**config.mk**
```make
export PLATFORM = sky130hd
export DESIGN_NAME = draw_line
export DESIGN_NICKNAME = d
export VERILOG_FILES = /design/src/design/cube_pkg.sv /design/src/design/draw_line.sv
export VERILOG_INCLUDE_DIRS = /design/src /design/src/design
export SDC_FILE = /design/constraint.sdc
export NUM_CORES = 1
export LEC_CHECK = 0
export ABC_AREA = 1
export ABC_CLOCK_PERIOD_IN_PS = 4650
export BUFFER_PORTS_ARGS = -buffer_cell sky130_fd_sc_hd__buf_4
export CAP_MARGIN = 20
export CORE_ASPECT_RATIO = 0.7
export CORE_UTILIZATION = 62
export DETAILED_ROUTE_END_ITERATION = 8
export PLACE_DENSITY = 0.82
export SLEW_MARGIN = 40
export SYNTH_ARGS = -nofsm -noshare
export SYNTH_HDL_FRONTEND = slang
export SYNTH_SLANG_ARGS = --single-unit
```
**constraint.sdc**
```tcl
create_clock -name clk_100m -period 4.65 [get_ports clk_100m]
set_input_delay 0.2325 -clock clk_100m [delete_from_list [all_inputs] [get_ports clk_100m]]
set_output_delay 0.2325 -clock clk_100m [all_outputs]
set_load 0.01 [all_outputs]
```
**src/design/cube_macros.svh**
```systemverilog
// ~~~~~~~~~~~~~~~~~~~~~~~~~~~~~~~~~~~~~~~~~~~~~~~~~~~~~~~~~~
// cube drawing parameters
// coordinate, framebuffer, colour and engine sizing
// ~~~~~~~~~~~~~~~~~~~~~~~~~~~~~~~~~~~~~~~~~~~~~~~~~~~~~~~~~~

`ifndef CUBE_MACROS_SVH
`define CUBE_MACROS_SVH

// signed screen coordinates
`define CUBE_CORDW       16

// framebuffer geometry in pixels
`define CUBE_FB_WIDTH    320
`define CUBE_FB_HEIGHT   180

// colour index into a 16 entry palette
`define CUBE_CIDXW       4

// line engines working in parallel, 1 to 4
`define CUBE_ENGINE_CNT  3

// edges in the wireframe cube
`define CUBE_LINE_CNT    9

`endif
```
**src/design/cube_pkg.sv**
```systemverilog
// ~~~~~~~~~~~~~~~~~~~~~~~~~~~~~~~~~~~~~~~~~~~~~~~~~~~~~~~~~~
// cube drawing types
// line endpoints, framebuffer pixel and dispatcher states
// ~~~~~~~~~~~~~~~~~~~~~~~~~~~~~~~~~~~~~~~~~~~~~~~~~~~~~~~~~~

`include "cube_macros.svh"

package cube_pkg;

    // one line segment, both endpoints inclusive
    typedef struct packed {
        logic signed [`CUBE_CORDW-1:0] x0;
        logic signed [`CUBE_CORDW-1:0] y0;
        logic signed [`CUBE_CORDW-1:0] x1;
        logic signed [`CUBE_CORDW-1:0] y1;
    } line_t;

    // one pixel write into the framebuffer
    typedef struct packed {
        logic signed [`CUBE_CORDW-1:0] x;
        logic signed [`CUBE_CORDW-1:0] y;
        logic [`CUBE_CIDXW-1:0]        cidx;
    } pixel_t;

    typedef enum logic [1:0] {
        IDLE,   // waiting for start
        ISSUE,  // handing edges to free engines
        WAIT,   // all edges issued, engines finishing
        DRAIN   // last framebuffer write lands
    } dispatch_state_e;

endpackage

```
**src/design/draw_line.sv**
```systemverilog
// ~~~~~~~~~~~~~~~~~~~~~~~~~~~~~~~~~~~~~~~~~~~~~~~~~~~~~~~~~~
// Bresenham line engine
// one pixel per cycle in which output is enabled
// ~~~~~~~~~~~~~~~~~~~~~~~~~~~~~~~~~~~~~~~~~~~~~~~~~~~~~~~~~~

`timescale 1ns/1ps
`include "cube_macros.svh"

module draw_line (
    input  logic                   clk_100m,
    input  logic                   rst,
    input  logic                   start,
    input  cube_pkg::line_t        line,
    input  logic                   oe,
    input  logic [`CUBE_CIDXW-1:0] cidx,
    output cube_pkg::pixel_t       pix,
    output logic                   drawing,
    output logic                   busy
);

    localparam int W = `CUBE_CORDW;

    cube_pkg::line_t   ln;          // latched endpoints
    logic signed [W-1:0] x, y;      // current point
    logic signed [W:0]   dx, dy;    // dx positive, dy negative
    logic signed [W:0]   err;
    logic                x_pos, y_pos;  // step directions

    logic signed [W:0]   x_diff, y_diff;
    logic signed [W:0]   dx_init, dy_init;
    logic signed [W+1:0] e2;
    logic signed [W:0]   err_next;
    logic                step_x, step_y;
    logic                at_end;

    always_comb begin
        x_diff   = (W+1)'(ln.x1) - (W+1)'(ln.x0);
        y_diff   = (W+1)'(ln.y1) - (W+1)'(ln.y0);
        dx_init  = x_diff[W] ? -x_diff : x_diff;
        dy_init  = y_diff[W] ? y_diff : -y_diff;
        e2       = (W+2)'(err) <<< 1;
        step_x   = (e2 >= dy);
        step_y   = (e2 <= dx);
        err_next = err + (step_x ? dy : '0) + (step_y ? dx : '0);
        at_end   = (x == ln.x1) && (y == ln.y1);
    end

    // busy covers setup and walk, drawing only the walk
    always_ff @(posedge clk_100m) begin
        if (rst) begin
            busy    <= 1'b0;
            drawing <= 1'b0;
        end else if (start && !busy) begin
            busy <= 1'b1;
        end else if (busy && !drawing) begin
            drawing <= 1'b1;
        end else if (drawing && oe && at_end) begin
            busy    <= 1'b0;  // endpoint accepted
            drawing <= 1'b0;
        end
    end

    always_ff @(posedge clk_100m) begin
        if (start && !busy) ln <= line;
        if (busy && !drawing) begin  // setup cycle
            x     <= ln.x0;
            y     <= ln.y0;
            dx    <= dx_init;
            dy    <= dy_init;
            err   <= dx_init + dy_init;
            x_pos <= !x_diff[W];
            y_pos <= !y_diff[W];
        end else if (drawing && oe && !at_end) begin
            err <= err_next;
            if (step_x) x <= x_pos ? x + W'(1) : x - W'(1);
            if (step_y) y <= y_pos ? y + W'(1) : y - W'(1);
        end
    end

    always_comb begin
        pix.x    = x;
        pix.y    = y;
        pix.cidx = cidx;
    end

endmodule

```
; ---- After elaboration in Yosys (flattened, before gate mapping)
; Index checks and enable logic that the tools add are counted.
; W data, S select, Z words.
[word_totals]
register_bits = 151
inputBits = 72
output_inout_bits = 38
word_cells = 68
[classes]
add_sub_neg = 11
order_cmp = 2
eq_ne = 3
n_mux = 18
bitwise = 1
n_reduce_logical = 20
[op_table]
columns = operator, n
row1 = $mux W16, 8
row2 = $mux W17, 6
row3 = $add A17 B17 Y17, 3
row4 = $neg A17 Y17, 2
row5 = $sub A16 B16 Y17, 2
row6 = $add A16 B2 Y16 const B, 2
row7 = $eq A16 B16 Y1, 2
row8 = $sub A16 B2 Y16 const B, 2
row9 = $ge A18 B17 Y1, 1
row10 = $le A18 B17 Y1, 1
row11 = $reduce_bool A2 Y1, 5
row12 = $reduce_and A2 Y1, 4
row13 = $logic_and A1 B1 Y1, 6
row14 = $logic_not A1 Y1, 5
row15 = $mux W1, 4
row16 = $ne A2 B2 Y1 const B, 1
row17 = $not A1 Y1, 1

; ---- Longest topological paths before layout
[depth]
ltp_word = 6
depth_mapped = 30
depth_no_buf = 30

; ---- Least setup slack after synthesis
; Ideal clock, no wire load.
[synth_timing]
path_type = reg-to-reg
startpoint = register err[16]
endpoint = register err[16], data pin
t_arrival_ns = 3.850
slack_ns = 0.547
stages_incl_launch_ff = 24
period_less_slack_ns = 4.103
cell_sequence = edfxtp_1 -> ha_1 -> nand2_1 -> nor4_1 -> nand2_1 -> nand3_1 -> nand2_1 -> nand3_2 -> clkbuf_1 -> nand2_1 -> fa_1 -> inv_1 -> ha_1 -> nand2_1 -> nor3_1 -> nand2_1 -> o211ai_1 -> a21boi_1 -> o21ai_0 -> nand2_1 -> o21ai_1 -> nand3_1 -> nand3_1 -> nand2_1
[synth_between]
elab_chain_len = 6
word_cells_on_any_way = 8
cone_classes = add/sub: 2 / order compare: 2 / mux: 4
[synth_lines]
columns = item, line
row1 = "start, declared", draw_line.sv:26  ; logic signed [W:0] err;
row2 = "start signal, assigned", draw_line.sv:70  ; err <= dx_init + dy_init;
row3 = "start signal, assigned", draw_line.sv:74  ; err <= err_next;
row4 = $ge A18 B17 Y1, draw_line.sv:42  ; step_x = (e2 >= dy);
row5 = $mux W17, draw_line.sv:44  ; err_next = err + (step_x ? dy : '0) + (step_y ? dx : '0);
row6 = $add A17 B17 Y17, draw_line.sv:44
row7 = $add A17 B17 Y17 (*), draw_line.sv:44
row8 = $mux W17 (*), draw_line.sv:73  ; end else if (drawing && oe && !at_end) begin
row9 = $mux W17 (*), draw_line.sv:65  ; if (busy && !drawing) begin
; Every way passes the cells marked *; elsewhere a longest branch is shown, timed or not. The select of a mux whose other input is x is not followed.
; A chain may end at the register's enable or synchronous reset.

; ---- Worst setup path in the final report
[layout_timing]
startpoint = register dx[13]
endpoint = register err[10], data pin
[layout_between]
elab_chain_len = 5
[layout_lines]
columns = item, line
row1 = "start, declared", draw_line.sv:25  ; logic signed [W:0] dx, dy;
row2 = "start signal, assigned", draw_line.sv:68  ; dx <= dx_init;
row3 = $le A18 B17 Y1, draw_line.sv:43  ; step_y = (e2 <= dx);
row4 = $mux W17, draw_line.sv:44
row5 = $add A17 B17 Y17, draw_line.sv:44
row6 = $mux W17, draw_line.sv:73
row7 = $mux W17, draw_line.sv:65
; No other way between the ends. The select of a mux whose other input is x is not followed.

==> out/metrics.cfg <==
[run_status]
status=finished, final reports clean

[synthesis]
synthesis.nets=1841
syn_area_sq_mm=0.01274
async_reset_ff_share_pct=0
ys_seq_area_share_pct=35.43
synth_cells=1620
synth_top_area_share_pct=35.12
ys_types=46
synth.ff_latch_count=151
synth_area_per_cell_sq_um=7.865
yosysMostFrequentCell=nand2_1
synth_top_cells_by_count=404 x nand2_1, 288 x inv_1, 149 x edfxtp_1, 127 x ha_1, 102 x a21oi_1
yosys-top-cells-area=edfxtp_1 35%, ha_1 12%, nand2_1 12%
synth_flop_cell=edfxtp_1
yosysTopAreaCell=edfxtp_1
synth-edff-count=149
ys_warn_count=0

[power_and_ir_drop]
cell_internal_pwr_uw=5017
vdd_drop_max_v=0.0003788
switching_share_pct=46.38
pwr-share-comb_pct=61.0
switching_power_uw=4339
leakagePower_uw=0.007643
power_density_mw_per_mm2=605.8
seqPwrFrac_pct=23.3
power_frac_clock_pct=15.8

[global_route]
antenna_found_initial=0
gr-usage-all-layers_pct=37.85
grt_pass1_wl_um=60670
overflow=0
grt_max_degree=83
grt_pass1_vias=11460

[placed_design]
dp_hpwl_um=28640
routabilityCongestion=0.9791
dpl_cell_area_sq_mm=0.01398
port_buffers=101
dpl.cell_count=2003

[critical_path]
rr_worst_depth=21
worstSetupEndpointType=register
start_kind=register
worstPathMaxFanout=8
critPathRequiredTime_ns=4.81
critPathKind=register to register
arrival_ns=4.73

[route]
dr.first_iter.drc_count=1481
via_count=12355
wirelength_um=39590
wl_per_cell_um=18.76
vias_per_cell=5.855
first_pass_iters=6
ant_nets=0
drc=0

[sta]
tightest_slew_ns=0.8685
skew_ns=0.01349
min_period_ns=4.563
tns_ns=0
drv_slew=0
setup_viol=0
fmax_mhz=219.2
hold_ws_ns=0.02393
slew_headroom_pct=42.10
finalHoldViolCount=0
fin_crit_sh_pct=98.12

[floorplanning]
start_util_pct=63.83
fp.dieW_um=173.3
core.rowCount=43
die_h_um=121.9
dieArea_sq_mm=0.02114
io_pins=110
coreArea_sq_mm=0.01996

[layout]
fin_util_pct=77.37
stdcell_count=2110
area_growth_pct=21.21
fill_cells=1412
antennaDiodeCount=0
drive_gt1_share_pct=14.18
final_area_sq_mm=0.01544
nNetsFinal=2049

[clocking]
cts.htree.levels=4
clk_pin_slew_ns=0.07
insertion_delay_ns=0.44
clock_sinks=151
cts_buffers=17
cts_tree=done
clockRootBuffer=clkbuf_16
clockBufferDepth=2

[flow_run]
maxCapViolations=0

[min_path]
hold_depth=3
hold_path.class=input port to register

[placed cells by master, fill, tap and decap left out, drive strengths merged, types with 21 or more instances in the layout]
cell type,n
fa,22
edfxtp,149
dlygate4sd3,64
nor2,96
nand4,23
xor2,27
ha,127
xnor2,41
a21oi,102
nand2,422
buf,143
nand3,94
o21ai,100
or2,21
inv,297
[path summary, 6_finish.rpt]
check,startpoint,to,slack [ns]
setup / recovery,dx[13]$_DFFE_PP_,err[10]$_DFFE_PP_,0.09
hold / removal,start,busy$_SDFFE_PP0P_,0.02
setup reg to reg,dx[13]$_DFFE_PP_,err[10]$_DFFE_PP_,0.09
hold reg to reg,busy$_SDFFE_PP0P_,busy$_SDFFE_PP0P_,0.55
[power groups by stage]
stage,Sequential [uW],Clock [uW],Combinational (uW)
final,2180,1480,5700
after CTS,2170,1460,5190
after floorplan,2140,0,3560
after global placement,2190,0,4880
after detailed placement,2200,0,5060
after global routing,2200,1510,6260
[sequential cells by signal, summed over array words and instances (netlist names)]
signal   cells
busy         1
dx          17
drawing      1
y           16
err         17
x_pos        1
y_pos        1
x           16
dy          17
ln          64
[timing repair]
item | in CTS | in global routing
pin swaps | 0 | 5
hold endpoints to repair | 64 | 0
hold buffers | 64 | 0
setup endpoints to repair | 3 | 10
buffers inserted | 0 | 12
resized for setup | 4 | 36
[cells by family after synthesis]
family                     share of synthesized area [%]
and+or+nand+nor                                    23.88
xor gates and xnor gates                           4.792
DFF                                                35.43
AOI/OAI and AO/OA                                  10.46
buffers and inverters                              9.506
adders and majority gates                          15.93
[critical path, stage by stage, from the launching register on]
cell      delay, ns
edfxtp_1       0.44
inv_1          0.13
ha_4           0.22
a21oi_1        0.14
o21ai_0        0.16
buf_4          0.18
a21oi_1        0.18
nand4_1        0.18
nand3_4        0.18
buf_4          0.16
nand2_1        0.06
fa_1           0.48
inv_1          0.05
ha_1           0.30
buf_4          0.15
a21oi_1        0.19
o211ai_1       0.22
a21boi_1       0.27
inv_1          0.11
or2_2          0.28
nand3_1        0.10
o21ai_0        0.11
[through the flow]
stage          total power (uW)  worst slack [ns]
2_1_floorplan              5697            0.5470
3_3_place_gp               7078           -0.2133
3_5_place_dp               7261           -0.3197
4_1_cts                    8825           0.01980
5_1_grt                    9972          -0.03956
6_report                   9356           0.08731
[layout make-up]
class	instances	area, sq um	share of cell area, %
multi-input cells	1154	7161	46.37
flip-flops and latches	151	4514	29.23
repair buffers	207	1718	11.12
inverters	297	1120	7.251
clock buffers	20	436.7	2.828
well taps	270	337.8	2.187
clock inverters	11	156.4	1.013
[routing by layer]
metal	track usage, %	vias to the layer above	wire (um)
met5	0	-	0
met4	10.67	0	810
met3	10.92	81	5062
met2	59.06	769	17300
met1	51.47	5752	16420
li1	-	5753	-
Power figures use the tool's default switching activity.
