## src/design/cube_macros.svh

```systemverilog
// ~~~~~~~~~~~~~~~~~~~~~~~~~~~~~~~~~~~~~~~~~~~~~~~~~~~~~~~~~~
// cube drawing parameters
// coordinate, framebuffer, colour and engine sizing
// ~~~~~~~~~~~~~~~~~~~~~~~~~~~~~~~~~~~~~~~~~~~~~~~~~~~~~~~~~~

`ifndef CUBE_MACROS_SVH
`define CUBE_MACROS_SVH

// signed screen coordinates
`define CUBE_CORDW       16

// framebuffer geometry in pixels
`define CUBE_FB_WIDTH    320
`define CUBE_FB_HEIGHT   180

// colour index into a 16 entry palette
`define CUBE_CIDXW       4

// line engines working in parallel, 1 to 4
`define CUBE_ENGINE_CNT  3

// edges in the wireframe cube
`define CUBE_LINE_CNT    9

`endif
```

## src/design/cube_pkg.sv

```systemverilog
// ~~~~~~~~~~~~~~~~~~~~~~~~~~~~~~~~~~~~~~~~~~~~~~~~~~~~~~~~~~
// cube drawing types
// line endpoints, framebuffer pixel and dispatcher states
// ~~~~~~~~~~~~~~~~~~~~~~~~~~~~~~~~~~~~~~~~~~~~~~~~~~~~~~~~~~

`include "cube_macros.svh"

package cube_pkg;

    // one line segment, both endpoints inclusive
    typedef struct packed {
        logic signed [`CUBE_CORDW-1:0] x0;
        logic signed [`CUBE_CORDW-1:0] y0;
        logic signed [`CUBE_CORDW-1:0] x1;
        logic signed [`CUBE_CORDW-1:0] y1;
    } line_t;

    // one pixel write into the framebuffer
    typedef struct packed {
        logic signed [`CUBE_CORDW-1:0] x;
        logic signed [`CUBE_CORDW-1:0] y;
        logic [`CUBE_CIDXW-1:0]        cidx;
    } pixel_t;

    typedef enum logic [1:0] {
        IDLE,   // waiting for start
        ISSUE,  // handing edges to free engines
        WAIT,   // all edges issued, engines finishing
        DRAIN   // last framebuffer write lands
    } dispatch_state_e;

endpackage

```

## src/design/pixel_arbiter.sv

```systemverilog
// ~~~~~~~~~~~~~~~~~~~~~~~~~~~~~~~~~~~~~~~~~~~~~~~~~~~~~~~~~~
// pixel arbiter
// round-robin grant of one engine pixel per framebuffer write
// ~~~~~~~~~~~~~~~~~~~~~~~~~~~~~~~~~~~~~~~~~~~~~~~~~~~~~~~~~~

`timescale 1ns/1ps
`include "cube_macros.svh"

module pixel_arbiter (
    input  logic                                    clk_100m,
    input  logic                                    rst,
    input  cube_pkg::pixel_t [`CUBE_ENGINE_CNT-1:0] eng_pix,
    input  logic [`CUBE_ENGINE_CNT-1:0]             eng_drawing,
    output logic [`CUBE_ENGINE_CNT-1:0]             eng_oe,
    output logic                                    wr_en,
    output cube_pkg::pixel_t                        wr_pix
);

    localparam int ENG  = `CUBE_ENGINE_CNT;
    localparam int PTRW = (ENG > 1) ? $clog2(ENG) : 1;

    logic [PTRW-1:0] ptr;        // first engine to look at
    logic [PTRW-1:0] grant_idx;
    logic            grant_found;

    // search from the pointer, wrapping round
    always_comb begin
        int cand;
        cand        = 0;
        grant_found = 1'b0;
        grant_idx   = ptr;
        for (int k = 0; k < ENG; k++) begin
            cand = (int'(ptr) + k) % ENG;
            if (!grant_found && eng_drawing[cand]) begin
                grant_found = 1'b1;
                grant_idx   = PTRW'(cand);
            end
        end
        for (int i = 0; i < ENG; i++) begin
            eng_oe[i] = grant_found && (int'(grant_idx) == i);  // one-hot or zero
        end
    end

    always_ff @(posedge clk_100m) begin
        if (rst) begin
            ptr   <= '0;
            wr_en <= 1'b0;
        end else begin
            wr_en <= grant_found;
            if (grant_found) begin
                // winner goes to the back of the queue
                ptr <= (int'(grant_idx) == ENG - 1) ? '0 : grant_idx + 1'b1;
            end
        end
    end

    always_ff @(posedge clk_100m) begin
        wr_pix <= eng_pix[grant_idx];  // qualified by wr_en
    end

endmodule

```

## config.mk

```make
export PLATFORM = sky130hd
export DESIGN_NAME = pixel_arbiter
export DESIGN_NICKNAME = d
export VERILOG_FILES = /design/src/design/cube_pkg.sv /design/src/design/pixel_arbiter.sv
export VERILOG_INCLUDE_DIRS = /design/src /design/src/design
export SDC_FILE = /design/constraint.sdc
export NUM_CORES = 1
export LEC_CHECK = 0
export BUFFER_PORTS_ARGS = -buffer_cell sky130_fd_sc_hd__buf_2
export CAP_MARGIN = 20
export CORE_MARGIN = 5
export CORE_UTILIZATION = 40
export CTS_CLUSTER_SIZE = 20
export DETAILED_ROUTE_END_ITERATION = 7
export PLACE_DENSITY = 0.82
export RECOVER_POWER = 100
export SLEW_MARGIN = 20
export SYNTH_ARGS = -nofsm -noshare
export SYNTH_HDL_FRONTEND = slang
export SYNTH_SLANG_ARGS = --single-unit
```

## constraint.sdc

```tcl
create_clock -name clk_100m -period 7.05 [get_ports clk_100m]
set_input_delay 1.41 -clock clk_100m [delete_from_list [all_inputs] [get_ports clk_100m]]
set_output_delay 1.41 -clock clk_100m [all_outputs]
set_load 0.01 [all_outputs]
```

## Word-level counts from Yosys, hierarchy flattened

Cells that the tools add are included.
Widths: inputs -> output; s select.

| word-level totals | value |
|---|---|
| register bits | 39 |
| bits of input ports | 113 |
| word-level logic and storage cells | 43 |

| cells by class | value |
|---|---|
| multiplexer cells | 18 |
| reduce and logical (&&, ||, !) cells | 8 |
| equal/unequal tests | 2 |
| order comparisons | 4 |
| add/sub/neg operators | 3 |
| div/mod/pow operators | 3 |

Operator list:

| cell | count |
|---|---|
| $lt 32x4->1 const B | 3 |
| $bmux 36 s2 | 1 |
| $mod 32x3->32 const B | 2 |
| $mux 36 | 1 |
| $mod 3x3->32 const B | 1 |
| $mux 1 | 9 |
| $mux 2 | 4 |
| $bmux 1 s2 | 3 |
| $logic_and 1x1->1 | 5 |
| $eq 2x2->1 const B | 2 |
| $add 2x1->3 const B | 1 |
| $add 2x2->3 const B | 1 |
| $lt 2x3->1 const B | 1 |
| $add 2x1->2 const B | 1 |
| $logic_not 1->1 | 2 |
| $logic_not 2->1 | 1 |

## Longest topological paths before layout

Gate-level depths: netlist (run 1).

| depth | value |
|---|---|
| word-level depth | 13 |
| gate-level depth with buffers | 10 |
| mapped depth without buffers | 8 |

## Least setup slack after synthesis (run 1)

OpenSTA, ideal clock, no wires.

| timing path | value |
|---|---|
| path type | input to output |
| from | input eng_drawing[2] |
| to | output eng_oe[2] |
| arrival | 2.812 ns |
| required time | 5.640 ns |
| cell stages on the path | 7 |
| setup slack | 2.828 ns |
| cells stage by stage | mux2i_1 > or2_1 > a311o_1 > a22oi_4 > clkbuf_1 > nand2_1 > nor2_1 |

| between the ends | value |
|---|---|
| cells in the longest elaborated chain, start to end | 12 |
| elaborated cells on any way between the ends | 21 |
| those cells by class | eq/ne (1); mux (15); reduce/logical (5) |

Ends and longest elaborated chain:

| item | line | RTL |
|---|---|---|
| from (decl) | pixel_arbiter.sv:13 | `` input logic [`CUBE_ENGINE_CNT-1:0] eng_drawing, `` |
| $bmux 1 s2 | pixel_arbiter.sv:34 | `if (!grant_found && eng_drawing[cand]) begin` |
| $mux 1 (implied by the code) (2 in a row) | pixel_arbiter.sv:34 |  |
| $mux 1 | pixel_arbiter.sv:34 |  |
| $logic_not 1->1 | pixel_arbiter.sv:34 |  |
| $logic_and 1x1->1 | pixel_arbiter.sv:34 |  |
| $mux 1 | pixel_arbiter.sv:34 |  |
| $logic_not 1->1 | pixel_arbiter.sv:34 |  |
| $logic_and 1x1->1 | pixel_arbiter.sv:34 |  |
| $mux 2 | pixel_arbiter.sv:34 |  |
| $eq 2x2->1 | pixel_arbiter.sv:40 | `eng_oe[i] = grant_found && (int'(grant_idx) == i);` |
| $logic_and 1x1->1 (*) | pixel_arbiter.sv:40 |  |
| to (decl) | pixel_arbiter.sv:14 | `` output logic [`CUBE_ENGINE_CNT-1:0] eng_oe, `` |

Mark *: on every way between the ends. The rest lies on a longest branch, timed or not. The select of a mux whose other input is x is not followed.

## Final worst setup path (run 1)

| timing path | value |
|---|---|
| from | input eng_drawing[0] |
| to | output eng_oe[2] |

The elaborated chain is that of the path after synthesis.

==> results of run 1 <==
sequential cells by signal, indices dropped and copies added (netlist names):
name	cells
ptr	2
wr_en	1
wr_pix	36
routing by layer:
| metal | vias to the layer above | share of wire, % | track usage (%) |
|---|---|---|---|
| met2 | 86 | 53 | 31.2 |
| met5 | - | 0 | 0 |
| met4 | 0 | 0.74 | 3.09 |
| met3 | 6 | 10 | 5.56 |
| met1 | 829 | 36 | 16.4 |
| li1 | 922 | - | - |
worst min-delay path: stages, from the launching register on:
cell and delay (ns):
dfxtp_1 0.35, nand3b_1 0.09, o41ai_1 0.05
final timing paths:
path	from	endpoint	slack, ns
setup / recovery	eng_drawing[0]	eng_oe[2]	2.09
hold / removal	ptr[1]	ptr[1]	0.54
setup reg to reg	ptr[0]	ptr[0]	2.47
hold reg to reg	ptr[1]	ptr[1]	0.54
power by group:
part / internal [mW] / switching, mW
combinational: 0.427 / 0.549
clock: 0.105 / 0.0785
sequential: 0.351 / 0.0319
logic make-up (layout without fill, tap and decap cells):
kind of cell | Yosys count | after routing | synth area share, %
AOI/OAI and AO/OA | 47 | 47 | 22.5
muxes | 40 | 40 | 21.0
DFF | 39 | 39 | 40.9
and+or+nand+nor | 19 | 19 | 5.90
buffers and inverters | 16 | 165 | 7.08
adders and majority gates | 4 | 4 | 2.62
cells in the mapped netlist:
cell       instances
nor3_2             1
nor2_1             4
o2bb2ai_1         37
nand2b_1           1
a21oi_1            1
a311oi_2           1
a311o_1            1
buf_12             3
o21a_2             1
nand2_1            3
nand3b_1           2
dfxtp_1           39
a2bb2oi_2          1
inv_1              4
o41ai_1            1
o21bai_1           1
nor2b_1            1
buf_4              3
ha_1               4
or3b_1             1
o22a_1             1
mux2i_1           40
o21ai_1            1
buf_6              2
or2_1              1
clkbuf_1           4
nor3_1             3
and3b_2            1
and2b_2            1
a22oi_4            1
metrics by stage:
| stage | instances | instance area [sq um] | power, mW | util (%) | hold slack [ns] |
|---|---|---|---|---|---|
| floorplan | 165 | 1910 | 1.20 | - | 0.483 |
| global placement | 360 | 2640 | 1.35 | 56.2 | 0.524 |
| detailed placement | 360 | 2640 | 1.38 | 56.2 | 0.541 |
| CTS | 368 | 2750 | 1.56 | 58.6 | 0.553 |
| global route | 368 | 2690 | 1.67 | 57.3 | 0.581 |
| finish | 368 | 2690 | 1.54 | 57.3 | 0.544 |
layout make-up:
cell class	instances	area, sq um	share of cell area, %
Timing Repair Buffer	153	713	26.5
Multi-Input combinational cell	110	997	37.1
Clock buffer	5	68.8	2.56
Inverter	4	15.0	0.559
Tap cell	54	67.6	2.52
Clock inverter	3	43.8	1.63
Sequential cell	39	781	29.1
==> out/metrics.yaml, run 1 <==
cells_and_area:
  final_common_cell: "buf_2"
  drive_above_1_share_pct: 39.8
  mostFrequentLayoutCells: "buf_2, clkbuf_1, mux2i_1, dfxtp_1, o2bb2ai_1"
  finish.net_count: 430
  syn_to_final_growth_pct: 40.8
  n_fill_cell: 447
  diodes: 0
sta:
  worst_pin_slew_ns: 2.52
  min_period_over_period_pct: 70.4
  slew_headroom_pct: -68.2
  fin_setup_tns_ns: 0
  fmax_mhz: 202
  rsz0062_at_grt: "false"
  slew_viol_final: 38
  finalCriticalPeriod_ns: 4.96
  finalSetupViolations: 0
  clock_skew_ns: 0.00458
  hold_violations: 0
  worst_slack_ns: 2.09
logic_synthesis:
  ys_ff_latch: 39
  syn-num-nets: 282
  syn_inst: 165
  syn_avg_cell_area_sq_um: 11.6
  synthDistinctLibCells: 30
  synth.area.top_cells: "dfxtp_1, mux2i_1, o2bb2ai_1"
  syn_area_sq_um: 1910
  synth_top_cell_by_area: "dfxtp_1"
  synth_top_area_share_pct: 40.9
  ys_warn_count: 0
  ys_seq_area_share_pct: 40.9
min_path:
  hp-class: "reg2reg"
  whs_path_depth: 2
status:
  violations: "capacitance limit, slew limit"
  status: "complete, but fails checks"
setup_path:
  worstSetupPathType: "in2out"
  cp_max_fo: 42
  cpMaxStageDelayCell: "a22oi_4"
  cp_num_cells: 8
  path_buf_inv: 2
  critical_path_required_ns: 5.64
  rr_worst_depth: 9
  cp-end-kind: "output port"
  critPathArrivalTime_ns: 3.55
  cpLargestDelayFamily: "compound AO/OA/AOI/OAI gates"
  worst_setup_path_start_kind: "primary input"
  crit_path_max_incr_delay_ns: 0.85
  path_common_cell: "clkbuf_1"
  crit_chain: "clkbuf_1, mux2i_1, or2_1, a311o_1, a22oi_4, nand2_1, nor2_1, clkbuf_1"
global_route:
  antenna_found_initial: 0
  grt_pass1_vias: 1840
  overflow: 0
  grt_max_degree: 43
  grt_use_total_pct: 16.0
  grt_pass1_wl_mm: 8.06
routing:
  ant_nets: 0
  wl_per_cell_microns: 14.4
  first_pass_iters: 6
  drc: 0
  vias: 1843
  viasPerCell: 5.01
  routed_wl_mm: 5.30
  drt_iter0_markers: 37
power_and_ir_drop:
  irDropWorstVdd_mv: 0.546
  pwr_density_cell_nw_per_um2: 574
  p_leak_nw: 1.33
floorplan:
  die_y_microns: 79.1
  start_util_pct: 40.7
  die_x_microns: 79.1
  core_sq_um: 4690
  dieArea_sq_um: 6250
  fp-row-count: 25
  io_pins: 153
cts:
  post_cts_buffers: 0
  clkLatencyLatePin_ns: 0.28
  clockBufferDepth: 2
  htree_levels: 2
  cts-root-buf: "clkbuf_8"
  post_cts_resized: 0
  cts_tree: "yes"
  cts.sinks: 39
  path_clk_slew_ns: 0.07
  cts_made_buffers: 5
  cts_hold_buf: 0
placed_design:
  portBuffers: 152
  pre_cts_ws_ns: 2.19
  hpwlAfterDp_mm: 4.18
  place_congestion: 0.781
flow_run:
  drv_cap: 1
No activity file was read; power rests on OpenSTA's default activity.
==> run 2: changes to the inputs <==
--- a/config.mk
+++ b/config.mk
@@ -9,10 +9,10 @@
 export BUFFER_PORTS_ARGS = -buffer_cell sky130_fd_sc_hd__buf_2
 export CAP_MARGIN = 20
 export CORE_MARGIN = 5
-export CORE_UTILIZATION = 40
+export CORE_UTILIZATION = 35
 export CTS_CLUSTER_SIZE = 20
 export DETAILED_ROUTE_END_ITERATION = 7
-export PLACE_DENSITY = 0.82
+export PLACE_DENSITY = 0.76
 export RECOVER_POWER = 100
 export SLEW_MARGIN = 20
 export SYNTH_ARGS = -nofsm -noshare
==> constraint.sdc (replaced) <==
create_clock -name clk_100m -period 4.4 [get_ports clk_100m]
set_input_delay 0.88 -clock clk_100m [delete_from_list [all_inputs] [get_ports clk_100m]]
set_output_delay 0.88 -clock clk_100m [all_outputs]
set_load 0.01 [all_outputs]
==> out/metrics.yaml, run 2 (synthesized netlist as in run 1, its figures left out) <==
global_route:
  grt_pass1_wl_mm: 8.61
  grt_max_degree: 38
  antenna_found_initial: 0
  grt_use_total_pct: 14.8
  grt_pass1_vias: 1895
  overflow: 0
cts:
  path_clk_slew_ns: 0.08
  htree_levels: 2
  clkLatencyLatePin_ns: 0.29
  cts-root-buf: "clkbuf_8"
  cts.sinks: 39
  post_cts_resized: 0
  cts_tree: "yes"
  clockBufferDepth: 2
  post_cts_buffers: 0
  cts_made_buffers: 5
  cts_hold_buf: 0
sta:
  fin_setup_tns_ns: 0
  finalCriticalPeriod_ns: 3.80
  worst_slack_ns: 0.595
  finalSetupViolations: 0
  clock_skew_ns: 0.00376
  min_period_over_period_pct: 86.5
  slew_headroom_pct: 53.5
  rsz0062_at_grt: "false"
  slew_viol_final: 0
  fmax_mhz: 263
  worst_pin_slew_ns: 0.693
  hold_violations: 0
setup_path:
  cp-end-kind: "output port"
  cpMaxStageDelayCell: "nor3_1"
  critPathArrivalTime_ns: 2.92
  cpLargestDelayFamily: "simple AND/OR/NAND/NOR gates"
  path_common_cell: "nor3_1"
  rr_worst_depth: 9
  worst_setup_path_start_kind: "flop"
  rrSetupSlack_ns: 0.78
  r2r_start: "ptr[0]"
  crit_chain: "inv_1, ha_1, and3b_1, o21bai_1, nor3_1, a22oi_4, nor3_1, clkbuf_1"
  crit_path_max_incr_delay_ns: 0.55
  path_buf_inv: 2
  worstSetupPathType: "reg2out"
  cp_num_cells: 8
  cp_max_fo: 22
  critical_path_required_ns: 3.52
  r2r-end: "wr_pix[3]"
cells_and_area:
  finish.net_count: 432
  n_fill_cell: 523
  drive_above_1_share_pct: 40.5
  final_common_cell: "buf_2"
  multi_input_area_sq_um: 997
  diodes: 0
  largest_reg_flops: 36
  mostFrequentLayoutCells: "buf_2, mux2i_1, clkbuf_1, dfxtp_1, o2bb2ai_1"
  largest_register: "wr_pix"
  largestRegisters: "wr_pix: 36 flops, ptr: 2 flops, wr_en: 1 flops"
  syn_to_final_growth_pct: 42.8
  regArea_sq_um: 781
min_path:
  worstHoldEndpoint: "ptr[0]"
  hp-class: "reg2reg"
  whs_path_depth: 2
  hp-start: "ptr[0]"
routing:
  routed_wl_mm: 5.40
  ant_nets: 0
  viasPerCell: 4.79
  drt_iter0_markers: 29
  first_pass_iters: 4
  vias: 1849
  wl_per_cell_microns: 14.0
  drc: 0
status:
  status: "finished clean"
power_and_ir_drop:
  power.total_mw: 2.44
  irDropWorstVdd_mv: 0.586
  p_leak_nw: 1.35
  pwr_density_cell_nw_per_um2: 896
flow_run:
  drv_cap: 0
floorplan:
  die_y_microns: 83.8
  start_util_pct: 36.7
  fp-row-count: 26
  io_pins: 153
  dieArea_sq_um: 7030
  core_sq_um: 5200
  die_x_microns: 83.8
placed_design:
  pre_cts_ws_ns: 0.909
  place_congestion: 0.800
  hpwlAfterDp_mm: 4.51
  portBuffers: 152
[run 2: worst max path at each step]
stage                   start    endpoint  slack [ns]
6_report               ptr[0]   eng_oe[1]        0.60
2_1_floorplan  eng_drawing[2]   eng_oe[2]        1.24
3_5_place_dp   eng_drawing[0]   wr_pix[2]        0.91
3_3_place_gp   eng_drawing[0]  wr_pix[29]        0.94
4_1_cts                ptr[0]   eng_oe[2]        0.69
5_1_grt                ptr[0]   eng_oe[1]        0.38
[run 2: layer usage]
layer | global-route usage (%) | vias to the layer above | share of wire, %
li1 | - | 928 | -
met1 | 14.9 | 814 | 37
met2 | 27.0 | 94 | 50
met3 | 6.71 | 13 | 11
met4 | 4.82 | 0 | 2.2
met5 | 0 | - | 0
[run 2: worst reg2reg max path: cells and delay by family (launching register included)]
| family | cells | cell delay (ns) |
|---|---|---|
| flops | 1 | 0.42 |
| buf+inv | 2 | 0.57 |
| fa+ha+maj | 1 | 0.42 |
| simple gates | 2 | 0.35 |
| compound gates | 4 | 1.79 |
[run 2: final cells by class]
| class | count | share of cell area, % |
|---|---|---|
| Timing Repair Buffer | 155 | 26.8 |
| Tap cell | 70 | 3.22 |
| Sequential cell | 39 | 28.7 |
| Clock buffer | 5 | 2.53 |
| Multi-Input combinational cell | 110 | 36.6 |
| Inverter | 4 | 0.551 |
| Clock inverter | 3 | 1.61 |
[run 2: where the power goes]
part / internal, mW / switching [mW]
Sequential: 0.562 / 0.0529
Combinational: 0.646 / 0.887
Clock: 0.169 / 0.124
[run 2: stage by stage]
| step | util [%] | cells | hold slack [ns] | instance area (sq um) |
|---|---|---|---|---|
| 2_1_floorplan | - | 165 | 0.483 | 1910 |
| 4_1_cts | 53.5 | 386 | 0.539 | 2780 |
| 6_report | 52.3 | 386 | 0.533 | 2720 |
| 3_5_place_dp | 51.3 | 378 | 0.528 | 2670 |
| 5_1_grt | 52.3 | 386 | 0.578 | 2720 |
| 3_3_place_gp | 51.3 | 378 | 0.515 | 2670 |
