`config.mk`:
```
export PLATFORM = sky130hd
export DESIGN_NAME = line_dispatch
export DESIGN_NICKNAME = d
export VERILOG_FILES = /design/src/design/cube_pkg.sv /design/src/design/line_dispatch.sv
export VERILOG_INCLUDE_DIRS = /design/src /design/src/design
export SDC_FILE = /design/constraint.sdc
export NUM_CORES = 1
export LEC_CHECK = 0
export BUFFER_PORTS_ARGS = -buffer_cell sky130_fd_sc_hd__buf_4
export CORE_UTILIZATION = 45
export DETAILED_ROUTE_END_ITERATION = 12
export MAX_ROUTING_LAYER = met4
export PLACE_DENSITY = 0.81
export SLEW_MARGIN = 40
export SYNTH_ARGS = -nofsm -noshare
export SYNTH_HDL_FRONTEND = slang
export SYNTH_SLANG_ARGS = --single-unit
```
`constraint.sdc`:
```
create_clock -name clk_100m -period 4.7 [get_ports clk_100m]
set_input_delay 0.47 -clock clk_100m [delete_from_list [all_inputs] [get_ports clk_100m]]
set_output_delay 0.47 -clock clk_100m [all_outputs]
set_load 0.1 [all_outputs]
```
`src/design/cube_macros.svh`:
```
// ~~~~~~~~~~~~~~~~~~~~~~~~~~~~~~~~~~~~~~~~~~~~~~~~~~~~~~~~~~
// cube drawing parameters
// coordinate, framebuffer, colour and engine sizing
// ~~~~~~~~~~~~~~~~~~~~~~~~~~~~~~~~~~~~~~~~~~~~~~~~~~~~~~~~~~

`ifndef CUBE_MACROS_SVH
`define CUBE_MACROS_SVH

// signed screen coordinates
`define CUBE_CORDW       16

// framebuffer geometry in pixels
`define CUBE_FB_WIDTH    320
`define CUBE_FB_HEIGHT   180

// colour index into a 16 entry palette
`define CUBE_CIDXW       4

// line engines working in parallel, 1 to 4
`define CUBE_ENGINE_CNT  3

// edges in the wireframe cube
`define CUBE_LINE_CNT    9

`endif
```
`src/design/cube_pkg.sv`:
```
// ~~~~~~~~~~~~~~~~~~~~~~~~~~~~~~~~~~~~~~~~~~~~~~~~~~~~~~~~~~
// cube drawing types
// line endpoints, framebuffer pixel and dispatcher states
// ~~~~~~~~~~~~~~~~~~~~~~~~~~~~~~~~~~~~~~~~~~~~~~~~~~~~~~~~~~

`include "cube_macros.svh"

package cube_pkg;

    // one line segment, both endpoints inclusive
    typedef struct packed {
        logic signed [`CUBE_CORDW-1:0] x0;
        logic signed [`CUBE_CORDW-1:0] y0;
        logic signed [`CUBE_CORDW-1:0] x1;
        logic signed [`CUBE_CORDW-1:0] y1;
    } line_t;

    // one pixel write into the framebuffer
    typedef struct packed {
        logic signed [`CUBE_CORDW-1:0] x;
        logic signed [`CUBE_CORDW-1:0] y;
        logic [`CUBE_CIDXW-1:0]        cidx;
    } pixel_t;

    typedef enum logic [1:0] {
        IDLE,   // waiting for start
        ISSUE,  // handing edges to free engines
        WAIT,   // all edges issued, engines finishing
        DRAIN   // last framebuffer write lands
    } dispatch_state_e;

endpackage

```
`src/design/line_dispatch.sv`:
```
// ~~~~~~~~~~~~~~~~~~~~~~~~~~~~~~~~~~~~~~~~~~~~~~~~~~~~~~~~~~
// line dispatcher
// walks the cube edge table and starts idle line engines
// ~~~~~~~~~~~~~~~~~~~~~~~~~~~~~~~~~~~~~~~~~~~~~~~~~~~~~~~~~~

`timescale 1ns/1ps
`include "cube_macros.svh"

module line_dispatch (
    input  logic                                   clk_100m,
    input  logic                                   rst,
    input  logic                                   start,
    input  logic [`CUBE_CIDXW-1:0]                 cidx,
    input  logic [`CUBE_ENGINE_CNT-1:0]            eng_busy,
    output logic [`CUBE_ENGINE_CNT-1:0]            eng_start,
    output cube_pkg::line_t [`CUBE_ENGINE_CNT-1:0] eng_line,
    output logic                                   busy,
    output logic                                   done,
    output logic [`CUBE_CIDXW-1:0]                 draw_cidx
);

    localparam int ENG  = `CUBE_ENGINE_CNT;
    localparam int IDXW = $clog2(`CUBE_LINE_CNT);

    cube_pkg::dispatch_state_e state;
    logic [IDXW-1:0]           line_idx;  // next edge to issue
    logic                      free_found;
    logic [ENG-1:0]            issue_oh;  // engine picked this cycle

    function automatic cube_pkg::line_t mk_line(input int x0, input int y0,
                                                input int x1, input int y1);
        cube_pkg::line_t l;
        l.x0 = `CUBE_CORDW'(x0);
        l.y0 = `CUBE_CORDW'(y0);
        l.x1 = `CUBE_CORDW'(x1);
        l.y1 = `CUBE_CORDW'(y1);
        return l;
    endfunction

    // front face, back edges, then the top face
    function automatic cube_pkg::line_t edge_line(input logic [IDXW-1:0] idx);
        case (int'(idx))
            0:       return mk_line(130,  60, 230,  60);
            1:       return mk_line(230,  60, 230, 160);
            2:       return mk_line(230, 160, 130, 160);
            3:       return mk_line(130, 160, 130,  60);
            4:       return mk_line(130, 160,  90, 120);
            5:       return mk_line( 90, 120,  90,  20);
            6:       return mk_line( 90,  20, 130,  60);
            7:       return mk_line( 90,  20, 190,  20);
            8:       return mk_line(190,  20, 230,  60);
            default: return mk_line(  0,   0,   0,   0);
        endcase
    endfunction

    // an engine started last cycle still shows busy low
    always_comb begin
        free_found = 1'b0;
        issue_oh   = '0;
        for (int i = 0; i < ENG; i++) begin
            if (!free_found && !eng_busy[i] && !eng_start[i]) begin
                free_found  = 1'b1;
                issue_oh[i] = 1'b1;
            end
        end
    end

    always_ff @(posedge clk_100m) begin
        if (rst) begin
            state     <= cube_pkg::IDLE;
            line_idx  <= '0;
            eng_start <= '0;
            done      <= 1'b0;
        end else begin
            eng_start <= '0;
            done      <= 1'b0;
            case (state)
                cube_pkg::IDLE: begin
                    if (start) begin
                        line_idx <= '0;
                        state    <= cube_pkg::ISSUE;
                    end
                end
                cube_pkg::ISSUE: begin
                    if (free_found) begin
                        eng_start <= issue_oh;
                        line_idx  <= line_idx + 1'b1;
                        if (int'(line_idx) == `CUBE_LINE_CNT - 1) state <= cube_pkg::WAIT;
                    end
                end
                cube_pkg::WAIT: begin
                    if (eng_busy == '0 && eng_start == '0) state <= cube_pkg::DRAIN;
                end
                default: begin  // DRAIN
                    done  <= 1'b1;
                    state <= cube_pkg::IDLE;
                end
            endcase
        end
    end

    always_ff @(posedge clk_100m) begin
        if (state == cube_pkg::IDLE && start) draw_cidx <= cidx;  // colour for this cube
        for (int i = 0; i < ENG; i++) begin
            if (state == cube_pkg::ISSUE && issue_oh[i]) eng_line[i] <= edge_line(line_idx);
        end
    end

    assign busy = (state != cube_pkg::IDLE);  // falls with the done pulse

endmodule

```
Word-level counts from Yosys, hierarchy flattened
Memory sizes are Yosys's and may differ from the RTL's. A register that Yosys moved wholly into a read port is not among the register bits.
Cells that the tools add are included.
{"block": "word_totals", "elab_cells": 71, "input_bits": 10, "n_memories": 3, "regBits": 206, "output_inout_bits": 201, "romBits": 1248}
{"block": "classes", "addsub": 1, "n_mux": 14, "n_bitwise": 2, "eq_ne": 7, "n_reduce_logical": 27}
{"memory": "(name not given)", "words": 16, "width": 26, "read_ports": 1, "rd_ports_with_merged_regs": 1, "wr": 0, "line_no": "line_dispatch.sv:42", "rtl": "case (int'(idx))"}
{"memory": "(name not given)", "words": 16, "width": 26, "read_ports": 1, "rd_ports_with_merged_regs": 1, "wr": 0, "line_no": "line_dispatch.sv:42"}
{"memory": "(name not given)", "words": 16, "width": 26, "read_ports": 1, "rd_ports_with_merged_regs": 1, "wr": 0, "line_no": "line_dispatch.sv:42"}
{"operator": "$logic_and A1 B1 Y1", "count": 10}
{"operator": "$logic_not A1 Y1", "count": 8}
{"operator": "$mux W2", "count": 4}
{"operator": "$mux W4", "count": 2}
{"operator": "$ne A2 B2 Y1 const B", "count": 4}
{"operator": "$pmux W4 S2", "count": 1}
{"operator": "$logic_not A3 Y1", "count": 2}
{"operator": "$mux W1", "count": 6}
{"operator": "$pmux W2 S3", "count": 1}
{"operator": "$reduce_or A3 Y1", "count": 2}
{"operator": "$add A4 B1 Y4 const B", "count": 1}
{"operator": "$eq A4 B4 Y1 const B", "count": 1}
{"operator": "$reduce_and A4 Y1", "count": 1}
{"operator": "$reduce_bool A2 Y1", "count": 2}
{"operator": "$reduce_and A3 Y1", "count": 1}
{"operator": "$eq A2 B1 Y1 const B", "count": 1}
{"operator": "$eq A2 B2 Y1 const B", "count": 1}
{"operator": "$logic_not A2 Y1", "count": 1}
{"operator": "$not A1 Y1", "count": 2}

Logic depth before layout (Yosys ltp)
Gate-level depths: netlist of run 1.
{"block": "depth", "depth_word": 13, "mapped_depth": 7, "mapped_depth_nobuf": 6}

Worst setup path before layout of run 1
No wires, ideal clock.
{"block": "synth_path", "path_kind": "flip-flop to flip-flop", "from": "register eng_start[1]", "to": "register, netlist name eng_line[130]", "n_path_buf": 0, "setup_time_ns": 0.426, "path_slack_ns": 1.466, "path_stages_with_launch": 3, "required_time_ns": 4.274, "t_arrival_ns": 2.808, "synth_period_minus_slack_ns": 3.234, "cell_sequence": "dfxtp_1 o221ai_2 nor3_1"}
{"block": "synth_via", "elab_chain_cells": 8}
{"element": "start, declared", "line_no": "line_dispatch.sv:15", "rtl": "output logic [`CUBE_ENGINE_CNT-1:0] eng_start,"}
{"element": "start signal, assigned", "line_no": "line_dispatch.sv:86", "rtl": "eng_start <= issue_oh;"}
{"element": "$logic_not A1 Y1", "line_no": "line_dispatch.sv:61", "rtl": "if (!free_found && !eng_busy[i] && !eng_start[i]) begin"}
{"element": "$logic_and A1 B1 Y1", "line_no": "line_dispatch.sv:61"}
{"element": "$mux W1", "line_no": "line_dispatch.sv:61"}
{"element": "$logic_not A1 Y1", "line_no": "line_dispatch.sv:61"}
{"element": "$logic_and A1 B1 Y1 (2 in series)", "line_no": "line_dispatch.sv:61"}
{"element": "$mux W1", "line_no": "line_dispatch.sv:61"}
{"element": "$logic_and A1 B1 Y1", "line_no": "line_dispatch.sv:105", "rtl": "if (state == cube_pkg::ISSUE && issue_oh[i]) eng_line[i] <= edge_line(line_idx);"}
No other way between the ends.
A chain may end at the register's enable or synchronous reset.

Final worst setup path of run 1
{"block": "layout_path", "from": "register state[1]", "to": "register, netlist name eng_line[183]"}
{"block": "layout_via", "elab_chain_cells": 2}
{"element": "start, declared", "line_no": "line_dispatch.sv:25", "rtl": "cube_pkg::dispatch_state_e state;"}
{"element": "start signal, assigned", "line_no": "line_dispatch.sv:70", "rtl": "state <= cube_pkg::IDLE;"}
{"element": "start signal, assigned", "line_no": "line_dispatch.sv:81", "rtl": "state <= cube_pkg::ISSUE;"}
{"element": "start signal, assigned", "line_no": "line_dispatch.sv:92", "rtl": "if (eng_busy == '0 && eng_start == '0) state <= cube_pkg::DRAIN;"}
{"element": "$eq A2 B1 Y1", "line_no": "line_dispatch.sv:105"}
{"element": "$logic_and A1 B1 Y1", "line_no": "line_dispatch.sv:105"}
No other way between the ends.

==> metrics.txt, run 1 <==
Worst Path Max Fanout=11; first-pass GRT wire length=between 9000 and 10,000 um; core box area=0.00822 sq mm; Die H=94.1 um; post-synth top area share=a little over half; Hold Fails Final Rpt=0; Max-slew headroom=64.8%; ranking of synthesized cells by area=edfxtp_1 53%, buf_4 25%, dfxtp_1 5.2%; initial antenna violation count=0; placer congestion estimate=0.798; detailed placement HPWL=4500 um; routed via count=2,096; clock power share=21.7%; sequential area share after synthesis=between 50 and 60%; final setup fails=0; Gate power share=43.8%; Ports=211; final WL=between 6000 and 7000 um; Clock Skews=0.0103 ns; Setup TNS=0 ns; drt first pass iters=4; Ys Warns=0; mux share of post-synthesis cell area=0.819%; Synth Area in Simple Gates=5.47%; # Post-CTS Setup Buffers=0; compound-gate portion of the synthesized area=4.55%; FP Rows=33; status=completed; syn avg cell area=12.5 sq um; biggest area consumer among synthesized cells=edfxtp_1; Max Fclk=489 MHz; n_diodes=0; largest family of logic cells by synthesized area=buffers and inverters; largest net degree at the start of global routing=22; final net count=418; Worst-path clk slew=0.08 ns; total CTS buffers=9; post-synthesis cell type count=35; Post-Syn Instances=305; vias in the first global route=1,790; Clock Path Buffers=2; Setup WS pre-CTS=~2.4 ns; # hold bufs at CTS=0; setup ws final=2.65 ns; switching power=1210 uW; worst endpoint data arrival time=2.09 ns; worst vdd ir=0.000308 V; switch share=approximately half; Critical Path RT=approximately 4.7 ns; utilization after layout=53.3%; Initial Util=46.5%; later-pin clock latency in the skew report=0.34 ns; H-tree depth=3; CP endpoint kind=flip-flop; share of the cycle needed by the critical path after routing=43.5%; CTS Sinks=77; vias per cell=roughly 4.2; leak pwr=0.00181 uW; Synth Register Bits=77; post-layout minimum cycle time=2.05 ns; area growth from synthesis to layout=14.6%; Reg power frac=34.5%; Clock Root Buffer=clkbuf_8; fraction of layout cells with a size suffix above 1=29.8%; Worst-Margin Slew=0.527 ns; post_cts resized=0; startpoint types=flip-flop; Int Power=between 1000 and 1500 uW; XOR/XNOR Fraction of Synth Area=0.229%; CTS tree=done; Max Cap Violations=0; die extent in x=about 94 um; adder-cell share of the synthesized area=4.26%; Antenna Nets Post-Route=0; Post-Syn Area=0.00382 sq mm; total global routing overflow=0; Iteration-0 DRC Markers=93; Setup CP Type=flip-flop to flip-flop; PwrDens=566 mW/mm^2; Die ar.=roughly 0.0089 sq mm; port bufs=96; All-Layer GR Usage=roughly 14%; RSZ-0062 raised after global routing=false; Slew Viols, Final=0; WL/cell=11.9 um; DRC viols=0; HP Class=input port to flip-flop
cell usage after synthesis, drive strengths merged:
| cell type | n |
|---|---|
| dfxtp | 10 |
| xnor2 | 1 |
| ha | 13 |
| nand2 | 4 |
| o21ai | 6 |
| o21a | 1 |
| o31ai | 2 |
| nor2 | 16 |
| or3 | 1 |
| and3 | 4 |
| a21oi | 9 |
| buf | 131 |
| and2 | 1 |
| a211oi | 2 |
| nand4 | 1 |
| nor3 | 5 |
| nand2b | 2 |
| edfxtp | 67 |
| o211ai | 1 |
| o2111ai | 2 |
| clkbuf | 2 |
| a21o | 1 |
| a2bb2oi | 1 |
| mux2 | 1 |
| or4 | 1 |
| conb | 1 |
| inv | 9 |
| nor4 | 3 |
| nor2b | 3 |
| nand3b | 1 |
| o221ai | 1 |
| mux2i | 2 |
stage by stage:
| step | instance area (sq um) | total power (uW) | hold WS, ns | instances |
|---|---|---|---|---|
| after global routing | 4380 | 2570 | 0.276 | 505 |
| final | 4380 | 2480 | 0.300 | 505 |
| after global placement | 4150 | 1940 | 0.506 | 489 |
| after floorplan | 4240 | 1890 | 0.478 | 418 |
| after CTS | 4370 | 2490 | 0.280 | 505 |
| after detailed placement | 4150 | 1960 | 0.507 | 489 |
sequential cells by signal, indices dropped and copies added (netlist names):
signal	count
eng_line	63
draw_cidx	4
line_idx	4
eng_start	3
state	2
done	1
metal layers:
metal	part of all wire, %	vias to the layer above	GRT usage [%]	routed length, um
met1	39	963	16.0	2350
met2	50	142	23.8	3020
met4	2.0	0	7.18	123
met3	8.7	11	3.96	522
li1	-	980	-	-
met5	0	-	-	0
worst max-delay path, stage by stage, from the launching register on:
cell and delay, ns:
dfxtp_1 0.33, inv_1 0.10, ha_1 0.30, o221ai_2 0.24, nor3_4 0.47, buf_4 0.30
power by group through the flow:
| stage | Combinational [uW] | Sequential (uW) | Clock [uW] |
|---|---|---|---|
| CTS | 1090 | 856 | 551 |
| global placement | 1070 | 868 | 0 |
| detailed placement | 1080 | 872 | 0 |
| global route | 1130 | 861 | 580 |
| floorplan | 728 | 1160 | 0 |
| finish | 1090 | 855 | 537 |
layout by cell type, fill, tap and decap left out, types with 2 or more instances in the layout:
| cell | count |
|---|---|
| a211oi_1 | 2 |
| nor3_1 | 2 |
| bufinv_16 | 2 |
| nor2b_1 | 3 |
| inv_6 | 2 |
| conb_1 | 114 |
| ha_1 | 13 |
| o2111ai_1 | 2 |
| nor4_1 | 3 |
| nor3_2 | 2 |
| inv_1 | 9 |
| mux2i_1 | 2 |
| nand2_1 | 4 |
| o21ai_0 | 5 |
| dfxtp_1 | 10 |
| buf_4 | 99 |
| and3_1 | 4 |
| nand2b_1 | 2 |
| a21oi_1 | 9 |
| edfxtp_1 | 67 |
| clkinvlp_4 | 2 |
| clkbuf_8 | 9 |
| nor2_1 | 16 |
cell families (layout without fill, tap and decap cells):
logic type,count (synthesis),after routing
other,1,114
XOR/XNOR,1,1
adder cells (fa/ha/maj),13,13
AO/OA/AOI/OAI,26,26
buffers and inverters,142,124
AND/OR/NAND/NOR,42,42
flip-flops,77,77
multiplexers,3,3
final timing paths:
kind               start             to  slack (ns)  cells after the start
max             state[1]  eng_line[183]        2.65                      5
max reg2reg     state[1]  eng_line[183]        2.65                      5
min              cidx[1]   draw_cidx[1]        0.30                      1
min reg2reg  line_idx[0]    line_idx[0]        0.52                      2
cell type report:
cell class / count / area (sq um)
tap: 105 / 131
clock buffer: 9 / 124
timing repair buffer: 99 / 743
inverter: 9 / 33.8
clock inverter: 7 / 96.3
sequential: 77 / 2210
fill: 677 / 3840
multi-input combinational: 199 / 1030
Power figures use the tool's default switching activity.
==> inputs of run 2 (changes only) <==
--- a/config.mk
+++ b/config.mk
@@ -6,11 +6,12 @@
 export SDC_FILE = /design/constraint.sdc
 export NUM_CORES = 1
 export LEC_CHECK = 0
+export ABC_AREA = 1
 export BUFFER_PORTS_ARGS = -buffer_cell sky130_fd_sc_hd__buf_4
-export CORE_UTILIZATION = 45
+export CORE_UTILIZATION = 41
 export DETAILED_ROUTE_END_ITERATION = 12
 export MAX_ROUTING_LAYER = met4
-export PLACE_DENSITY = 0.81
+export PLACE_DENSITY = 0.77
 export SLEW_MARGIN = 40
 export SYNTH_ARGS = -nofsm -noshare
 export SYNTH_HDL_FRONTEND = slang
==> constraint.sdc (replaced) <==
create_clock -name clk_100m -period 1.7 [get_ports clk_100m]
set_input_delay 0.17 -clock clk_100m [delete_from_list [all_inputs] [get_ports clk_100m]]
set_output_delay 0.17 -clock clk_100m [all_outputs]
set_load 0.1 [all_outputs]
==> run 2 against run 1 <==
Compared with the run above: global-route usage is 0.80 points lower; power grew to 3.2 times the previous value; non-clock buffer count is 11 higher; via count is 6.5% higher; sequential power grew to 3.0 times the previous value; critical endpoint is now busy; sequential cell count stayed put; cell count is 9.5% higher; critical path type is now flip-flop to output pin; final area is 4.9% higher; clock-buffer cell count stayed put.
==> metrics.txt, run 2 <==
most frequent cells in the layout=114 x conb_1, 102 x buf_4, 67 x edfxtp_1; Most flops, register=eng_line; Primary FF master, synth=edfxtp_1; crit path from=state[0]; Cell Count, Final, Fillers Out=553 (+9.5%); Ports=211 (unchanged); Post-Syn Area=0.00389 sq mm (+1.9%); switch share=52.1% (+3.2 points); later-pin clock latency in the skew report=0.35 ns (about the same); Gate power share=49.6% (+5.8 points); Post-Syn Instances=334 (+9.5%); area growth from synthesis to layout=17.9%; final setup fails=0 (unchanged); post-synthesis cell type count=24 (-31%); final WL=6650 um (+11%); Slew Viols, Final=0 (unchanged); PwrDens=1730 mW/mm^2 (+210%); Die ar.=0.00989 sq mm (+12%); # Post-CTS Setup Buffers=0 (unchanged); Max Cap Violations=0 (unchanged); CTS Sinks=77 (unchanged); All-Layer GR Usage=13.6% (-0.80 points); worst vdd ir=0.000767 V (+150%); H-tree depth=3 (unchanged); Die H=99.4 um (+5.6%); Clock Root Buffer=clkbuf_8; HP Class=input port to flip-flop; Initial Util=42.3% (-4.1 points); share of the cycle needed by the critical path after routing=between 90 and 100%; top-count cell post-synth=buf_4; leading cell type in the layout, fill and taps excluded=conb_1; syn avg cell area=11.7 sq um (-6.9%); Crit Reg-Reg Endpoint=eng_line[132]; RSZ-0062 raised after global routing=false; sequential area share after synthesis=56.8% (-1.1 points); vias per cell=4.04 (-2.7%); worst setup path endpoint=busy; Synth Register Bits=77 (unchanged); ranking of synthesized cells by area=edfxtp_1 52%, buf_4 25%, dfxtp_1 5.1%; detailed placement HPWL=4980 um (+11%); biggest area consumer among synthesized cells=edfxtp_1; max FFs per register=63 (unchanged); die extent in x=99.4 um (+5.6%); DRC viols=0 (unchanged); WL/cell=12.0 um (+0.94%); startpoint types=flip-flop; total CTS buffers=9 (unchanged); initial antenna violation count=0 (unchanged); Setup WS pre-CTS=0.144 ns (-2.27 ns); Top Registers=eng_line x63, draw_cidx x4, line_idx x4; CTS tree=done; setup ws final=0.131 ns (-2.52 ns); Int Power=3800 uW (+200%); FP Rows=35 (+6.1%); switching power=4140 uW (+240%); post-synth top area share=51.7% (-1.0 points); port bufs=96 (unchanged); first-pass GRT wire length=9960 um (+10%); fraction of layout cells with a size suffix above 1=33.7% (+4.0 points); Worst Path Max Fanout=4 (-7); Worst-path clk slew=0.09 ns (about the same); drt first pass iters=4 (unchanged); R2R depth=5 (unchanged); Clock Skews=0.00607 ns (-0.00423 ns); dpl cells=533 (+9.0%); status=completed; r2r setup slk=0.14 ns (-2.51 ns); Reg power frac=32.4% (-2.1 points); Hold Fails Final Rpt=0 (unchanged); vias in the first global route=2,032 (+14%); final net count=460 (+10%); RR Startpoint=line_idx[0]; Ys Warns=0 (unchanged); leak pwr=0.00201 uW (+11%); Clock Path Buffers=2 (unchanged); Max Fclk=between 600 and 700 MHz; final instance area=0.00459 sq mm (+4.9%); worst endpoint data arrival time=1.40 ns (-0.69 ns); Post-synth ARST share=0% (unchanged); commonest cells in the netlist=129 x buf_4, 67 x edfxtp_1, 30 x nor2_1; total global routing overflow=0 (unchanged); Area after DPL=0.00434 sq mm (+4.6%); post-layout minimum cycle time=roughly 1.6 ns; core box area=0.00920 sq mm (+12%); largest net degree at the start of global routing=22 (unchanged); CP endpoint kind=output pin; n_diodes=0 (unchanged); clock power share=18.1% (-3.6 points); Critical Path RT=1.53 ns (-3.21 ns); Iteration-0 DRC Markers=60 (-35%); routed via count=2,233 (+6.5%); Antenna Nets Post-Route=0 (unchanged); Post-synth EDFFs=67 (unchanged); Setup CP Type=flip-flop to output pin; Setup TNS=0 ns (unchanged); placer congestion estimate=0.819 (+2.7%)
[run 2: cells by family after synthesis]
group,after synthesis,synth area share [%]
other cells,1,0.0963
fa+ha+maj,13,4.18
flops,77,56.8
buf+inv,154,27.5
compound gates,13,1.86
simple gates,76,9.51
[run 2: worst max-delay path: stages (launching register included)]
cell and delay (ns):
dfxtp_1 0.40, inv_1 0.08, ha_1 0.25, inv_2 0.10
buf_6 0.23
[run 2: final cells by class]
cell class	instances	area, sq um
clock buffers	9	124
clock inverters	7	82.6
fillers	850	4610
inverters	23	86.3
multi-input cells	216	1060
flip-flops and latches	77	2220
well taps	111	139
repair buffers	110	877
[run 2: what timing repair did]
item,4_1_cts,5_1_grt
hold endpoints to repair,4,0
hold buffers,4,0
resized for setup,0,1
setup endpoints to repair,0,1
[run 2: how the worst min path moves through the flow]
stage	from	to	cells past startpoint	slack, ns
floorplan	rst	eng_start[0]	1	0.24
global placement	cidx[3]	draw_cidx[3]	1	0.35
detailed placement	cidx[0]	draw_cidx[0]	1	0.35
CTS	rst	eng_start[1]	2	0.03
global route	rst	done	2	0.02
finish	rst	eng_start[1]	2	0.03
[run 2: power groups by stage]
stage | Sequential (uW) | Combinational [uW] | Clock, uW
6_report | 2570 | 3940 | 1430
5_1_grt | 2600 | 4160 | 1530
4_1_cts | 2580 | 3950 | 1460
3_5_place_dp | 2620 | 3930 | 0
3_3_place_gp | 2610 | 3890 | 0
2_1_floorplan | 3620 | 2510 | 0
[run 2: stage by stage]
| step | total power, uW | hold slack [ns] | utilization, % |
|---|---|---|---|
| 4_1_cts | 7980 | 0.0277 | 49.9 |
| 6_report | 7950 | 0.0312 | 49.9 |
| 3_5_place_dp | 6550 | 0.350 | 47.2 |
| 3_3_place_gp | 6500 | 0.351 | 47.2 |
| 5_1_grt | 8280 | 0.0223 | 49.9 |
| 2_1_floorplan | 6140 | 0.237 | - |
[run 2: layer usage]
layer / track usage (%) / routed length (um) / up-vias
met2: 24.4 / 3530 / 144
met3: 4.15 / 596 / 14
met4: 6.56 / 155 / 0
met5: - / 0 / -
li1: - / - / 1053
met1: 13.4 / 2370 / 1022
==> inputs of run 3 (changes only) <==
--- a/config.mk
+++ b/config.mk
@@ -8,6 +8,7 @@
 export LEC_CHECK = 0
 export ABC_AREA = 1
 export BUFFER_PORTS_ARGS = -buffer_cell sky130_fd_sc_hd__buf_4
+export CORE_MARGIN = 5
 export CORE_UTILIZATION = 41
 export DETAILED_ROUTE_END_ITERATION = 12
 export MAX_ROUTING_LAYER = met4
==> run 3 against run 2 <==
Compared with the run above: worst setup slack improved by 0.0042 ns; global-route usage decreased by 0.71 points; sequential power hardly changed; sequential share of layout area is 0.31 points lower; routed wire length increased by 12%; final area rose by 0.71%; maximum frequency increased by 0.27%; clock-buffer cell count increased by 1; critical path type unchanged; largest cell class unchanged.
==> metrics.txt, run 3 (synthesized netlist as in run 2, its figures left out) <==
worst vdd ir=0.000760 V (-0.85%); Crit path buffers/inverters=3 (unchanged); Area after DPL=0.00435 sq mm (+0.35%); Critical Path RT=1.53 ns (about the same); met3 Usage GRT=4.02% (-0.13 points); Max Cap Violations=0 (unchanged); Iteration-0 DRC Markers=73 (+22%); FP Rows=35 (unchanged); largest net degree at the start of global routing=22 (unchanged); CTS tree=done; total CTS buffers=9 (unchanged); slowest CP cell=dfxtp_1; DRC viols=0 (unchanged); Worst-path clk slew=0.08 ns (about the same); CP endpoint kind=output pin; vias in the first global route=2,224 (+9.4%); startpoint types=flip-flop; routed via count=2,245 (+0.54%); later-pin clock latency in the skew report=0.34 ns (about the same); Clock Root Buffer=clkbuf_8; die extent in x=107 um (+8.0%); Max stage delay on crit path=0.40 ns (about the same); total global routing overflow=0 (unchanged); n_diodes=0 (unchanged); placer congestion estimate=0.830 (+1.3%); Clock Skews=0.0116 ns (+0.00549 ns); post-layout minimum cycle time=1.57 ns (-0.00422 ns); CTS Sinks=77 (unchanged); status=completed; fraction of layout cells with a size suffix above 1=33.3% (-0.38 points); initial antenna violation count=0 (unchanged); final WL=7420 um (+12%); Die H=107 um (+8.0%); final net count=459 (-0.22%); All-Layer GR Usage=12.9% (-0.71 points); Worst Path Max Fanout=4 (unchanged); Initial Util=42.1% (-0.20 points); detailed placement HPWL=5830 um (+17%); leak pwr=0.00201 uW (-0.14%); WL/cell=13.0 um (+8.2%); number of fill cells=800 (-5.9%); # Post-CTS Setup Buffers=0 (unchanged); final setup fails=0 (unchanged); Multi-input gate area=0.00107 sq mm (+0.71%); vias per cell=3.94 (-2.5%); leading cell type in the layout, fill and taps excluded=conb_1; worst endpoint data arrival time=1.40 ns (about the same); Max Fclk=639 MHz (+0.27%); Hold Fails Final Rpt=0 (unchanged); most frequent cells in the layout=114 x conb_1, 101 x buf_4, 67 x edfxtp_1; max FFs per register=63 (unchanged); Final Hold Slack=0.0486 ns (+0.0174 ns); Die ar.=0.0115 sq mm (+17%); port bufs=96 (unchanged); HP Class=input port to flip-flop; area growth from synthesis to layout=18.7%; Clock Path Buffers=2 (unchanged); Top Registers=eng_line x63, draw_cidx x4, line_idx x4; GR met2 Demand/Resource=22.7% (-1.8 points); core box area=0.00924 sq mm (+0.48%); Most flops, register=eng_line; M1 GR Usage=13.7% (+0.36 points); PwrDens=1730 mW/mm^2 (about the same); first-pass GRT wire length=11,200 um (+13%); drt first pass iters=5 (+1); H-tree depth=3 (unchanged); CP Cell Sequence=inv_1 -> ha_1 -> inv_2 -> buf_6; Antenna Nets Post-Route=0 (unchanged); Slew Viols, Final=0 (unchanged); share of the cycle needed by the critical path after routing=92.1% (-0.25 points); Ports=211 (unchanged); Top delay family on crit path=buffers and inverters; GR peak layer=met2; final instance area=0.00462 sq mm (+0.71%); Setup CP Type=flip-flop to output pin; FF/Latch Area=0.00222 sq mm (about the same)
[run 3: changes by cell type in the layout (fill, tap and decap cells not counted), sizes merged]
cell	change
inv	-3
buf	-1
bufinv	+1
clkbuf	+1
clkinv	+1
[run 3: worst paths after layout]
path | start | end | slack [ns] | cells after the start
max | state[1] | busy | 0.13 | 4
min | rst | line_idx[3] | 0.05 | 2
max reg2reg | line_idx[0] | eng_line[133] | 0.14 | 6
min reg2reg | state[0] | state[0] | 0.53 | 2
[run 3: metrics by stage]
stage	util (%)	worst slack, ns	total power [uW]	setup TNS [ns]	cells
6_report	50.0	0.135	8000	0	570
5_1_grt	50.0	-0.00600	8360	-0.0304	570
4_1_cts	49.9	0.0397	8050	0	570
3_5_place_dp	47.1	0.0655	6580	0	550
3_3_place_gp	47.1	0.175	6520	0	550
2_1_floorplan	-	0.0233	6140	0	447
[run 3: per-layer routing]
layer	part of all wire, %	wire length [um]
met3	11	834
met1	37	2710
met2	51	3770
met4	1.4	102
met5	0	0
[run 3: what timing repair did]
item / in CTS / in global routing
resized for setup: 0 / 3
endpoints found under the setup margin: 0 / 13
hold buffers: 4 / 0
hold endpoints to repair: 4 / 0
[run 3: area by class of cell]
cell class / count / share of cell area, %
clock buffers: 10 / 2.76
flip-flops and latches: 77 / 48.1
inverters: 23 / 1.87
clock inverters: 6 / 1.90
well taps: 129 / 3.49
multi-input cells: 216 / 23.1
repair buffers: 109 / 18.8
[run 3: power by group]
| part | internal (uW) | switching, uW |
|---|---|---|
| logic | 645 | 3350 |
| registers | 2460 | 90.7 |
| clock network | 824 | 638 |
| total | 3930 | 4080 |
